**config.mk**
```make
export PLATFORM = sky130hd
export DESIGN_NAME = core_complex
export DESIGN_NICKNAME = d
export VERILOG_FILES = /design/src/logic/cc_pkg.sv /design/src/logic/spill_register.sv /design/src/logic/int_unit.sv /design/src/logic/offload_router.sv /design/src/logic/core_complex.sv
export SDC_FILE = /design/constraint.sdc
export NUM_CORES = 2
export LEC_CHECK = 0
export BUFFER_PORTS_ARGS = -buffer_cell sky130_fd_sc_hd__buf_4
export CORE_ASPECT_RATIO = 0.75
export CORE_MARGIN = 1
export CORE_UTILIZATION = 51
export CTS_CLUSTER_SIZE = 16
export DETAILED_ROUTE_END_ITERATION = 6
export PLACE_DENSITY = 0.71
export SYNTH_ARGS = -nofsm -noshare
export SYNTH_HDL_FRONTEND = slang
export SYNTH_HIERARCHICAL = 1
export SYNTH_SLANG_ARGS = --single-unit
```
**constraint.sdc**
```tcl
create_clock -name clk_i -period 27.5 [get_ports clk_i]
set_input_delay 5.5 -clock clk_i [delete_from_list [all_inputs] [get_ports clk_i]]
set_output_delay 5.5 -clock clk_i [all_outputs]
set_load 0.05 [all_outputs]
```
**src/logic/cc_pkg.sv**
```systemverilog
/*
 * Core complex shared definitions
 * Widths, offload and memory payload structs, integer operation codes
 */
package cc_pkg;

  // ------------------------------
  // Widths
  // ------------------------------
  localparam int unsigned DataWidth    = 32;
  localparam int unsigned IdWidth      = 5;
  localparam int unsigned UnitSelWidth = 2;
  localparam int unsigned StrbWidth    = DataWidth / 8;
  localparam int unsigned AmoWidth     = 4;

  // Unit select value owned by the local integer unit
  localparam int unsigned IntUnitSel = 0;

  // Integer operations handled by the local unit
  typedef enum logic [1:0] {
    op_add   = 2'd0,
    op_sub   = 2'd1,
    op_mul   = 2'd2,  // low word of product
    op_mulhu = 2'd3   // high word, unsigned
  } int_op_e;

  // ------------------------------
  // Offload channel
  // ------------------------------
  typedef struct packed {
    logic [UnitSelWidth-1:0] addr;
    logic [IdWidth-1:0]      id;
    int_op_e                 op;
    logic [DataWidth-1:0]    arga;
    logic [DataWidth-1:0]    argb;
    logic [DataWidth-1:0]    argc;
  } acc_req_t;

  typedef struct packed {
    logic [IdWidth-1:0]   id;
    logic [DataWidth-1:0] data;
    logic                 error;
  } acc_resp_t;

  // ------------------------------
  // TCDM channel
  // ------------------------------
  typedef struct packed {
    logic [DataWidth-1:0] addr;
    logic                 write;
    logic [AmoWidth-1:0]  amo;
    logic [DataWidth-1:0] data;
    logic [StrbWidth-1:0] strb;
    logic [IdWidth-1:0]   id;
  } dreq_t;

  typedef struct packed {
    logic [DataWidth-1:0] data;
    logic [IdWidth-1:0]   id;
    logic                 write;
    logic                 error;
  } dresp_t;

endpackage

```
**src/logic/spill_register.sv**
```systemverilog
/*
 * Spill register, a two-entry valid/ready cut on any payload type
 * Breaks every combinational path between its sides, or wires through
 */
`timescale 1ns/1ns

module spill_register #(
  parameter type T      = logic,
  parameter bit  Bypass = 1'b0
) (
  input  logic clk_i,
  input  logic rst_i,
  input  logic valid_i,
  output logic ready_o,
  input  T     data_i,
  output logic valid_o,
  input  logic ready_i,
  output T     data_o
);

  if (Bypass) begin : gen_bypass
    assign valid_o = valid_i;
    assign ready_o = ready_i;
    assign data_o  = data_i;
  end else begin : gen_spill
    T     a_data_q, b_data_q;
    logic a_full_q, b_full_q;
    logic a_fill, a_drain;
    logic b_fill, b_drain;

    // Slot A takes every new entry
    assign a_fill  = valid_i & ready_o;
    assign a_drain = a_full_q & ~b_full_q;

    // Slot B catches A when the output stalls
    assign b_fill  = a_drain & ~ready_i;
    assign b_drain = b_full_q & ready_i;

    always_ff @(posedge clk_i or posedge rst_i) begin
      if (rst_i) begin
        a_full_q <= 1'b0;
        b_full_q <= 1'b0;
      end else begin
        if (a_fill || a_drain) begin
          a_full_q <= a_fill;
        end
        if (b_fill || b_drain) begin
          b_full_q <= b_fill;
        end
      end
    end

    always_ff @(posedge clk_i) begin
      if (a_fill) begin
        a_data_q <= data_i;
      end
      if (b_fill) begin
        b_data_q <= a_data_q;
      end
    end

    // B always holds the older entry
    assign valid_o = a_full_q | b_full_q;
    assign data_o  = b_full_q ? b_data_q : a_data_q;
    assign ready_o = ~a_full_q | ~b_full_q;
  end

endmodule

```
**src/logic/int_unit.sv**
```systemverilog
/*
 * Integer unit for offloaded add, sub, mul and mulhu
 * Two pipeline stages, in-order, one request per cycle
 */
`timescale 1ns/1ns

module int_unit (
  input  logic              clk_i,
  input  logic              rst_i,
  input  cc_pkg::acc_req_t  req_i,
  input  logic              req_valid_i,
  output logic              req_ready_o,
  output cc_pkg::acc_resp_t resp_o,
  output logic              resp_valid_o,
  input  logic              resp_ready_i
);

  typedef struct packed {
    logic [cc_pkg::IdWidth-1:0]   id;
    cc_pkg::int_op_e              op;
    logic [cc_pkg::DataWidth-1:0] a;
    logic [cc_pkg::DataWidth-1:0] b;
  } s1_t;

  s1_t                            s1_q;
  logic                           s1_valid_q;
  logic                           s2_valid_q;
  logic                           s1_en, s2_en;
  logic [2*cc_pkg::DataWidth-1:0] wide_res;
  logic [cc_pkg::DataWidth-1:0]   res;
  cc_pkg::acc_resp_t              s2_q;

  // Stage advances when its successor can take the entry
  assign s2_en = ~s2_valid_q | resp_ready_i;
  assign s1_en = ~s1_valid_q | s2_en;

  // Only a full, stalled pipe refuses input
  assign req_ready_o = s1_en;

  // ------------------------------
  // Stage 1 compute
  // ------------------------------
  always_comb begin
    case (s1_q.op)
      cc_pkg::op_add: wide_res = {{cc_pkg::DataWidth{1'b0}}, s1_q.a + s1_q.b};
      cc_pkg::op_sub: wide_res = {{cc_pkg::DataWidth{1'b0}}, s1_q.a - s1_q.b};
      default:        wide_res = s1_q.a * s1_q.b;
    endcase
  end

  // High word only for mulhu
  assign res = (s1_q.op == cc_pkg::op_mulhu) ? wide_res[2*cc_pkg::DataWidth-1:cc_pkg::DataWidth]
                                             : wide_res[cc_pkg::DataWidth-1:0];

  // ------------------------------
  // Pipeline registers
  // ------------------------------
  always_ff @(posedge clk_i or posedge rst_i) begin
    if (rst_i) begin
      s1_valid_q <= 1'b0;
      s2_valid_q <= 1'b0;
    end else begin
      if (s1_en) begin
        s1_valid_q <= req_valid_i;
      end
      if (s2_en) begin
        s2_valid_q <= s1_valid_q;
      end
    end
  end

  always_ff @(posedge clk_i) begin
    if (req_valid_i && s1_en) begin
      s1_q.id <= req_i.id;
      s1_q.op <= req_i.op;
      s1_q.a  <= req_i.arga;
      s1_q.b  <= req_i.argb;
    end
    if (s1_valid_q && s2_en) begin
      s2_q.id    <= s1_q.id;
      s2_q.data  <= res;
      s2_q.error <= 1'b0;
    end
  end

  assign resp_o       = s2_q;
  assign resp_valid_o = s2_valid_q;

endmodule

```
**src/logic/offload_router.sv**
```systemverilog
/*
 * Offload router, steers requests by unit select and
 * merges integer-unit and shared-port responses round-robin
 */
`timescale 1ns/1ns

module offload_router (
  input  logic              clk_i,
  input  logic              rst_i,
  // Request from the cut register
  input  logic              req_valid_i,
  output logic              req_ready_o,
  input  cc_pkg::acc_req_t  req_i,
  // Request valid/ready toward the units
  output logic              int_req_valid_o,
  input  logic              int_req_ready_i,
  output logic              sh_req_valid_o,
  input  logic              sh_req_ready_i,
  // Unit responses
  input  cc_pkg::acc_resp_t int_resp_i,
  input  logic              int_resp_valid_i,
  output logic              int_resp_ready_o,
  input  cc_pkg::acc_resp_t sh_resp_i,
  input  logic              sh_resp_valid_i,
  output logic              sh_resp_ready_o,
  // Merged response
  output cc_pkg::acc_resp_t resp_o,
  output logic              resp_valid_o,
  input  logic              resp_ready_i
);

  logic to_int;
  logic prio_sh_q;
  logic grant_int, grant_sh;

  // ------------------------------
  // Request demux
  // ------------------------------
  assign to_int = (req_i.addr == cc_pkg::UnitSelWidth'(cc_pkg::IntUnitSel));

  // Everything not owned locally goes out to the shared unit
  assign int_req_valid_o = req_valid_i & to_int;
  assign sh_req_valid_o  = req_valid_i & ~to_int;
  assign req_ready_o     = to_int ? int_req_ready_i : sh_req_ready_i;

  // ------------------------------
  // Response arbiter
  // ------------------------------
  // Integer unit wins unless the shared port holds priority
  assign grant_int = int_resp_valid_i & (~sh_resp_valid_i | ~prio_sh_q);
  assign grant_sh  = sh_resp_valid_i & ~grant_int;

  assign resp_valid_o     = grant_int | grant_sh;
  assign resp_o           = grant_sh ? sh_resp_i : int_resp_i;
  assign int_resp_ready_o = grant_int & resp_ready_i;
  assign sh_resp_ready_o  = grant_sh & resp_ready_i;

  // After a transfer the loser gets priority;
  // while stalled the current winner keeps it so the output stays stable
  always_ff @(posedge clk_i or posedge rst_i) begin
    if (rst_i) begin
      prio_sh_q <= 1'b0;
    end else if (resp_valid_o) begin
      if (resp_ready_i) begin
        prio_sh_q <= grant_int;
      end else begin
        prio_sh_q <= grant_sh;
      end
    end
  end

endmodule

```
**src/logic/core_complex.sv**
```systemverilog
/*
 * Core complex wrapper: offload and TCDM cut registers,
 * unit router and the local integer unit
 */
`timescale 1ns/1ns

module core_complex #(
  parameter bit RegisterOffloadReq  = 1'b1,
  parameter bit RegisterOffloadResp = 1'b1,
  parameter bit RegisterTcdmReq     = 1'b0,
  parameter bit RegisterTcdmResp    = 1'b0
) (
  input  logic              clk_i,
  input  logic              rst_i,
  // Offload from core
  input  cc_pkg::acc_req_t  core_acc_req_i,
  input  logic              core_acc_req_valid_i,
  output logic              core_acc_req_ready_o,
  output cc_pkg::acc_resp_t core_acc_resp_o,
  output logic              core_acc_resp_valid_o,
  input  logic              core_acc_resp_ready_i,
  // Shared accelerator port
  output cc_pkg::acc_req_t  sh_acc_req_o,
  output logic              sh_acc_req_valid_o,
  input  logic              sh_acc_req_ready_i,
  input  cc_pkg::acc_resp_t sh_acc_resp_i,
  input  logic              sh_acc_resp_valid_i,
  output logic              sh_acc_resp_ready_o,
  // TCDM
  input  cc_pkg::dreq_t     core_data_req_i,
  input  logic              core_data_req_valid_i,
  output logic              core_data_req_ready_o,
  output cc_pkg::dreq_t     data_req_o,
  output logic              data_req_valid_o,
  input  logic              data_req_ready_i,
  input  cc_pkg::dresp_t    data_resp_i,
  input  logic              data_resp_valid_i,
  output logic              data_resp_ready_o,
  output cc_pkg::dresp_t    core_data_resp_o,
  output logic              core_data_resp_valid_o,
  input  logic              core_data_resp_ready_i
);

  cc_pkg::acc_req_t  acc_req_q;
  logic              acc_req_qvalid, acc_req_qready;
  cc_pkg::acc_resp_t acc_resp_d;
  logic              acc_resp_dvalid, acc_resp_dready;
  logic              int_req_valid, int_req_ready;
  cc_pkg::acc_resp_t int_resp;
  logic              int_resp_valid, int_resp_ready;

  // ------------------------------
  // Offload path
  // ------------------------------
  spill_register #(
    .T      (cc_pkg::acc_req_t),
    .Bypass (!RegisterOffloadReq)
  ) i_spill_acc_req (
    .clk_i   (clk_i),
    .rst_i   (rst_i),
    .valid_i (core_acc_req_valid_i),
    .ready_o (core_acc_req_ready_o),
    .data_i  (core_acc_req_i),
    .valid_o (acc_req_qvalid),
    .ready_i (acc_req_qready),
    .data_o  (acc_req_q)
  );

  // Shared port sees every request payload, valid picks the owner
  assign sh_acc_req_o = acc_req_q;

  offload_router i_offload_router (
    .clk_i            (clk_i),
    .rst_i            (rst_i),
    .req_valid_i      (acc_req_qvalid),
    .req_ready_o      (acc_req_qready),
    .req_i            (acc_req_q),
    .int_req_valid_o  (int_req_valid),
    .int_req_ready_i  (int_req_ready),
    .sh_req_valid_o   (sh_acc_req_valid_o),
    .sh_req_ready_i   (sh_acc_req_ready_i),
    .int_resp_i       (int_resp),
    .int_resp_valid_i (int_resp_valid),
    .int_resp_ready_o (int_resp_ready),
    .sh_resp_i        (sh_acc_resp_i),
    .sh_resp_valid_i  (sh_acc_resp_valid_i),
    .sh_resp_ready_o  (sh_acc_resp_ready_o),
    .resp_o           (acc_resp_d),
    .resp_valid_o     (acc_resp_dvalid),
    .resp_ready_i     (acc_resp_dready)
  );

  int_unit i_int_unit (
    .clk_i        (clk_i),
    .rst_i        (rst_i),
    .req_i        (acc_req_q),
    .req_valid_i  (int_req_valid),
    .req_ready_o  (int_req_ready),
    .resp_o       (int_resp),
    .resp_valid_o (int_resp_valid),
    .resp_ready_i (int_resp_ready)
  );

  spill_register #(
    .T      (cc_pkg::acc_resp_t),
    .Bypass (!RegisterOffloadResp)
  ) i_spill_acc_resp (
    .clk_i   (clk_i),
    .rst_i   (rst_i),
    .valid_i (acc_resp_dvalid),
    .ready_o (acc_resp_dready),
    .data_i  (acc_resp_d),
    .valid_o (core_acc_resp_valid_o),
    .ready_i (core_acc_resp_ready_i),
    .data_o  (core_acc_resp_o)
  );

  // ------------------------------
  // TCDM path
  // ------------------------------
  // Output valid taken after the cut
  spill_register #(
    .T      (cc_pkg::dreq_t),
    .Bypass (!RegisterTcdmReq)
  ) i_spill_tcdm_req (
    .clk_i   (clk_i),
    .rst_i   (rst_i),
    .valid_i (core_data_req_valid_i),
    .ready_o (core_data_req_ready_o),
    .data_i  (core_data_req_i),
    .valid_o (data_req_valid_o),
    .ready_i (data_req_ready_i),
    .data_o  (data_req_o)
  );

  spill_register #(
    .T      (cc_pkg::dresp_t),
    .Bypass (!RegisterTcdmResp)
  ) i_spill_tcdm_resp (
    .clk_i   (clk_i),
    .rst_i   (rst_i),
    .valid_i (data_resp_valid_i),
    .ready_o (data_resp_ready_o),
    .data_i  (data_resp_i),
    .valid_o (core_data_resp_valid_o),
    .ready_i (core_data_resp_ready_i),
    .data_o  (core_data_resp_o)
  );

endmodule

```
==> flow_summary_export.csv <==
group,metric,value,unit
outcome,status,"completed",
worst_setup_path,path_class,"in -> out",
routing,first_pass_iters,6,
logic_synthesis,synth_top_area_share,34.7,%
logic_synthesis,synthCells,4899,
worst_setup_path,cp_slowest_cell,"buf_4",
cts,cts_resized,0,
die,die_height,278,um
logic_synthesis,synth_ff_type,"edfxtp_1",
cts,clock_latency,570,ps
logic_synthesis,ys_top_cells_by_count,"897 x fa_1, 873 x inv_1, 594 x and2_1",
worst_setup_path,cp_cell_sequence,"buf_4 > o21ai_4 > nor2_1 > buf_4",
worst_setup_path,r2r_end,"i_int_unit/resp_o[5]",
min_path,worstHoldEndpoint,"i_int_unit/resp_o[36]",
placed_design,place.port_buffers,295,
routing,wl_per_cell,21.9,um
cts,post_cts_buffers,0,
die,num_io_pins,538,
worst_setup_path,crit_arrival,6000,ps
die,start_util,51.8,%
cts,cts_max_level,2,
die,dieWidth,370,um
global_route,grt_pass1_vias,36300,
logic_synthesis,syn_area,0.0518,mm^2
timing,fin_crit_sh,41.8,%
logic_synthesis,ys_types,75,
global_route,grt_usage,27.4,%
logic_synthesis,ys_seq_area_share,23.2,%
timing,setup_violations,0,
final_layout,synthToLayoutAreaGrowth,6.60,%
global_route,grt-ovfl-total,0,
placed_design,dpl.hpwl,103,mm
final_layout,seqCellArea,0.0120,mm^2
cts,clockBufferDepth,3,
logic_synthesis,yosysTopAreaCell,"fa_1",
timing,rsz0062_at_grt,"no",
timing,max_slew.worst_pin.slew,1060,ps
final_layout,drive_gt1_share,12.7,%
global_route,antenna_found_initial,8,
global_route,grt_max_degree,73,
final_layout,fillCellCount,8559,
timing,fmax,87.0,MHz
cts,cts_buffers,34,
placed_design,routabilityCongestion,0.964,
timing,fin_skew,53.4,ps
logic_synthesis,synth_edf_count,394,
worst_setup_path,worstPathMaxFanout,5,
logic_synthesis,ys_seq_elements,401,
cts,path_clk_slew,60,ps
cts,cts_num_sinks,401,
logic_synthesis,syn_avg_cell_area,10.6,um^2
worst_setup_path,slowest_delay,200,ps
logic_synthesis,synthTopCellsByArea,"fa_1 35%, edfxtp_1 23%, and2_1 7.2%",
worst_setup_path,r2r_slack,18640,ps
logic_synthesis,yosysWarnings,6,
routing,vias_per_cell,5.58,
worst_setup_path,crit_top_cell,"buf_4",
die,coreArea,0.100,mm^2
final_layout,multi_input_area,0.0344,mm^2
worst_setup_path,end_kind,"output pin",
cts,cts_tree,"yes",
worst_setup_path,cp_top_family,"buffers and inverters",
global_route,grt_pass1_wl,216,mm
worst_setup_path,cp_data_required_time,22000,ps
die,die_area,0.103,mm^2
worst_setup_path,reg2reg_depth,22,
min_path,min_from,"i_int_unit/s1_q[69]",
die,row_count,100,
timing,drv_slew,0,
min_path,min_path_type,"reg -> reg",
routing,vias,35000,
cts,root_buffer,"clkbuf_16",
logic_synthesis,postSynth.asyncResetShare,1.75,%
routing,drtIter0Drc,3291,
run,maxCapViolCount,0,
routing,ant_nets,0,
min_path,worstHoldPathCells,0,
cts,ctsHoldBuffers,0,
worst_setup_path,start_kind,"primary input",
logic_synthesis,yosysMostFrequentCell,"fa_1",
routing,wirelength,137,mm
timing,tns,0,ps
worst_setup_path,path_buf_inv,2,
worst_setup_path,crit-reg2reg-launch,"i_int_unit/s1_q[9]",
final_layout,final_nets,6378,
timing,slew-limit-headroom,29.4,%
timing,timing_hold_violations_final,0,
routing,drcViolationCount,0,
logic_synthesis,synth_nets,6362,
timing,min_period,11500,ps
## through the flow
step	cells	util, %	worst slack (ps)	instance area (um^2)	hold slack (ps)
2_1_floorplan	4899	-	13010	51800	400
3_3_place_gp	6205	54.2	16030	54200	403
3_5_place_dp	6205	54.2	16020	54200	406
4_1_cts	6262	55.2	16010	55200	419
5_1_grt	6262	55.2	15940	55200	424
6_report	6266	55.2	16000	55200	413
## worst reg2reg max path, delay by kind of cell (launching register included)
kind	cells	cell delay, ps
compound gates	5	2120
xor+xnor	1	210
fa+ha+maj	9	4390
buf+inv	3	550
flops	1	320
simple gates	4	980
## registers in the layout, summed over array words and instances (netlist names)
signal / count
i_spill_acc_req/gen_spill.b_full_q: 1
i_spill_acc_req/gen_spill.b_data_q: 105
i_spill_acc_req/gen_spill.a_data_q: 105
i_offload_router/prio_sh_q: 1
i_int_unit/s1_valid_q: 1
i_int_unit/resp_o: 37
i_spill_acc_resp/gen_spill.a_full_q: 1
i_int_unit/resp_valid_o: 1
i_spill_acc_req/gen_spill.a_full_q: 1
i_spill_acc_resp/gen_spill.b_full_q: 1
i_spill_acc_resp/gen_spill.a_data_q: 38
i_int_unit/s1_q: 71
i_spill_acc_resp/gen_spill.b_data_q: 38
## layer usage
| layer | share of wire, % | track usage [%] | wire, um | up-vias |
|---|---|---|---|---|
| met4 | 1.6 | 4.58 | 2210 | 4 |
| li1 | - | - | - | 15200 |
| met5 | 0.046 | 0.375 | 63 | - |
| met2 | 43 | 40.0 | 59300 | 1509 |
| met1 | 46 | 42.6 | 62800 | 18100 |
| met3 | 9.3 | 5.67 | 12800 | 135 |
## area by class of cell
cell class	count	area share [%]
inverter	874	5.94
sequential	401	21.8
multi-input combinational	3231	62.4
tap	1326	3.01
clock inverter	20	0.270
clock buffer	37	1.56
timing repair buffer	373	5.07
antenna	4	0.0181
## worst max-delay path by stage
| stage | to | cells past startpoint | from |
|---|---|---|---|
| finish | sh_acc_resp_ready_o | 4 | sh_acc_resp_valid_i |
| global route | sh_acc_resp_ready_o | 4 | sh_acc_resp_valid_i |
| CTS | sh_acc_resp_ready_o | 4 | sh_acc_resp_valid_i |
| detailed placement | sh_acc_resp_ready_o | 4 | sh_acc_resp_valid_i |
| global placement | sh_acc_resp_ready_o | 4 | sh_acc_resp_valid_i |
| floorplan | i_spill_acc_req/gen_spill.b_data_q[0] | 5 | sh_acc_resp_valid_i |
## cell usage in the layout, fill, tap and decap left out, types with 16 or more instances in the layout
cell type  instances
a211oi_1          16
a21o_1            42
a21oi_1          122
a31oi_1           16
and2_1           592
buf_4            373
clkbuf_16         34
edfxtp_1         394
fa_1             897
ha_1             296
inv_1            873
mux2_2           140
mux2_4            43
nand2_1          506
nand2b_1          16
nand3_1           24
nand4_1           25
nor2_1            79
nor3_1            24
o21ai_0           75
o21bai_1          21
xnor2_1           57
xor2_1            51
## kinds of logic (layout without fill, tap and decap cells)
| family | Yosys count | in the layout | share of synthesized area [%] |
|---|---|---|---|
| other | 1 | 5 | 0.00724 |
| DFF | 401 | 401 | 23.2 |
| xor gates and xnor gates | 108 | 108 | 1.83 |
| muxes | 195 | 195 | 4.53 |
| and+or+nand+nor | 1344 | 1344 | 13.4 |
| buffers and inverters | 1267 | 1304 | 10.4 |
| adders and majority gates | 1193 | 1193 | 41.8 |
| AOI/OAI and AO/OA | 390 | 390 | 4.80 |
Power is not shown: default switching activity piles up to over one toggle a cycle in this logic, so the estimate is an artifact.
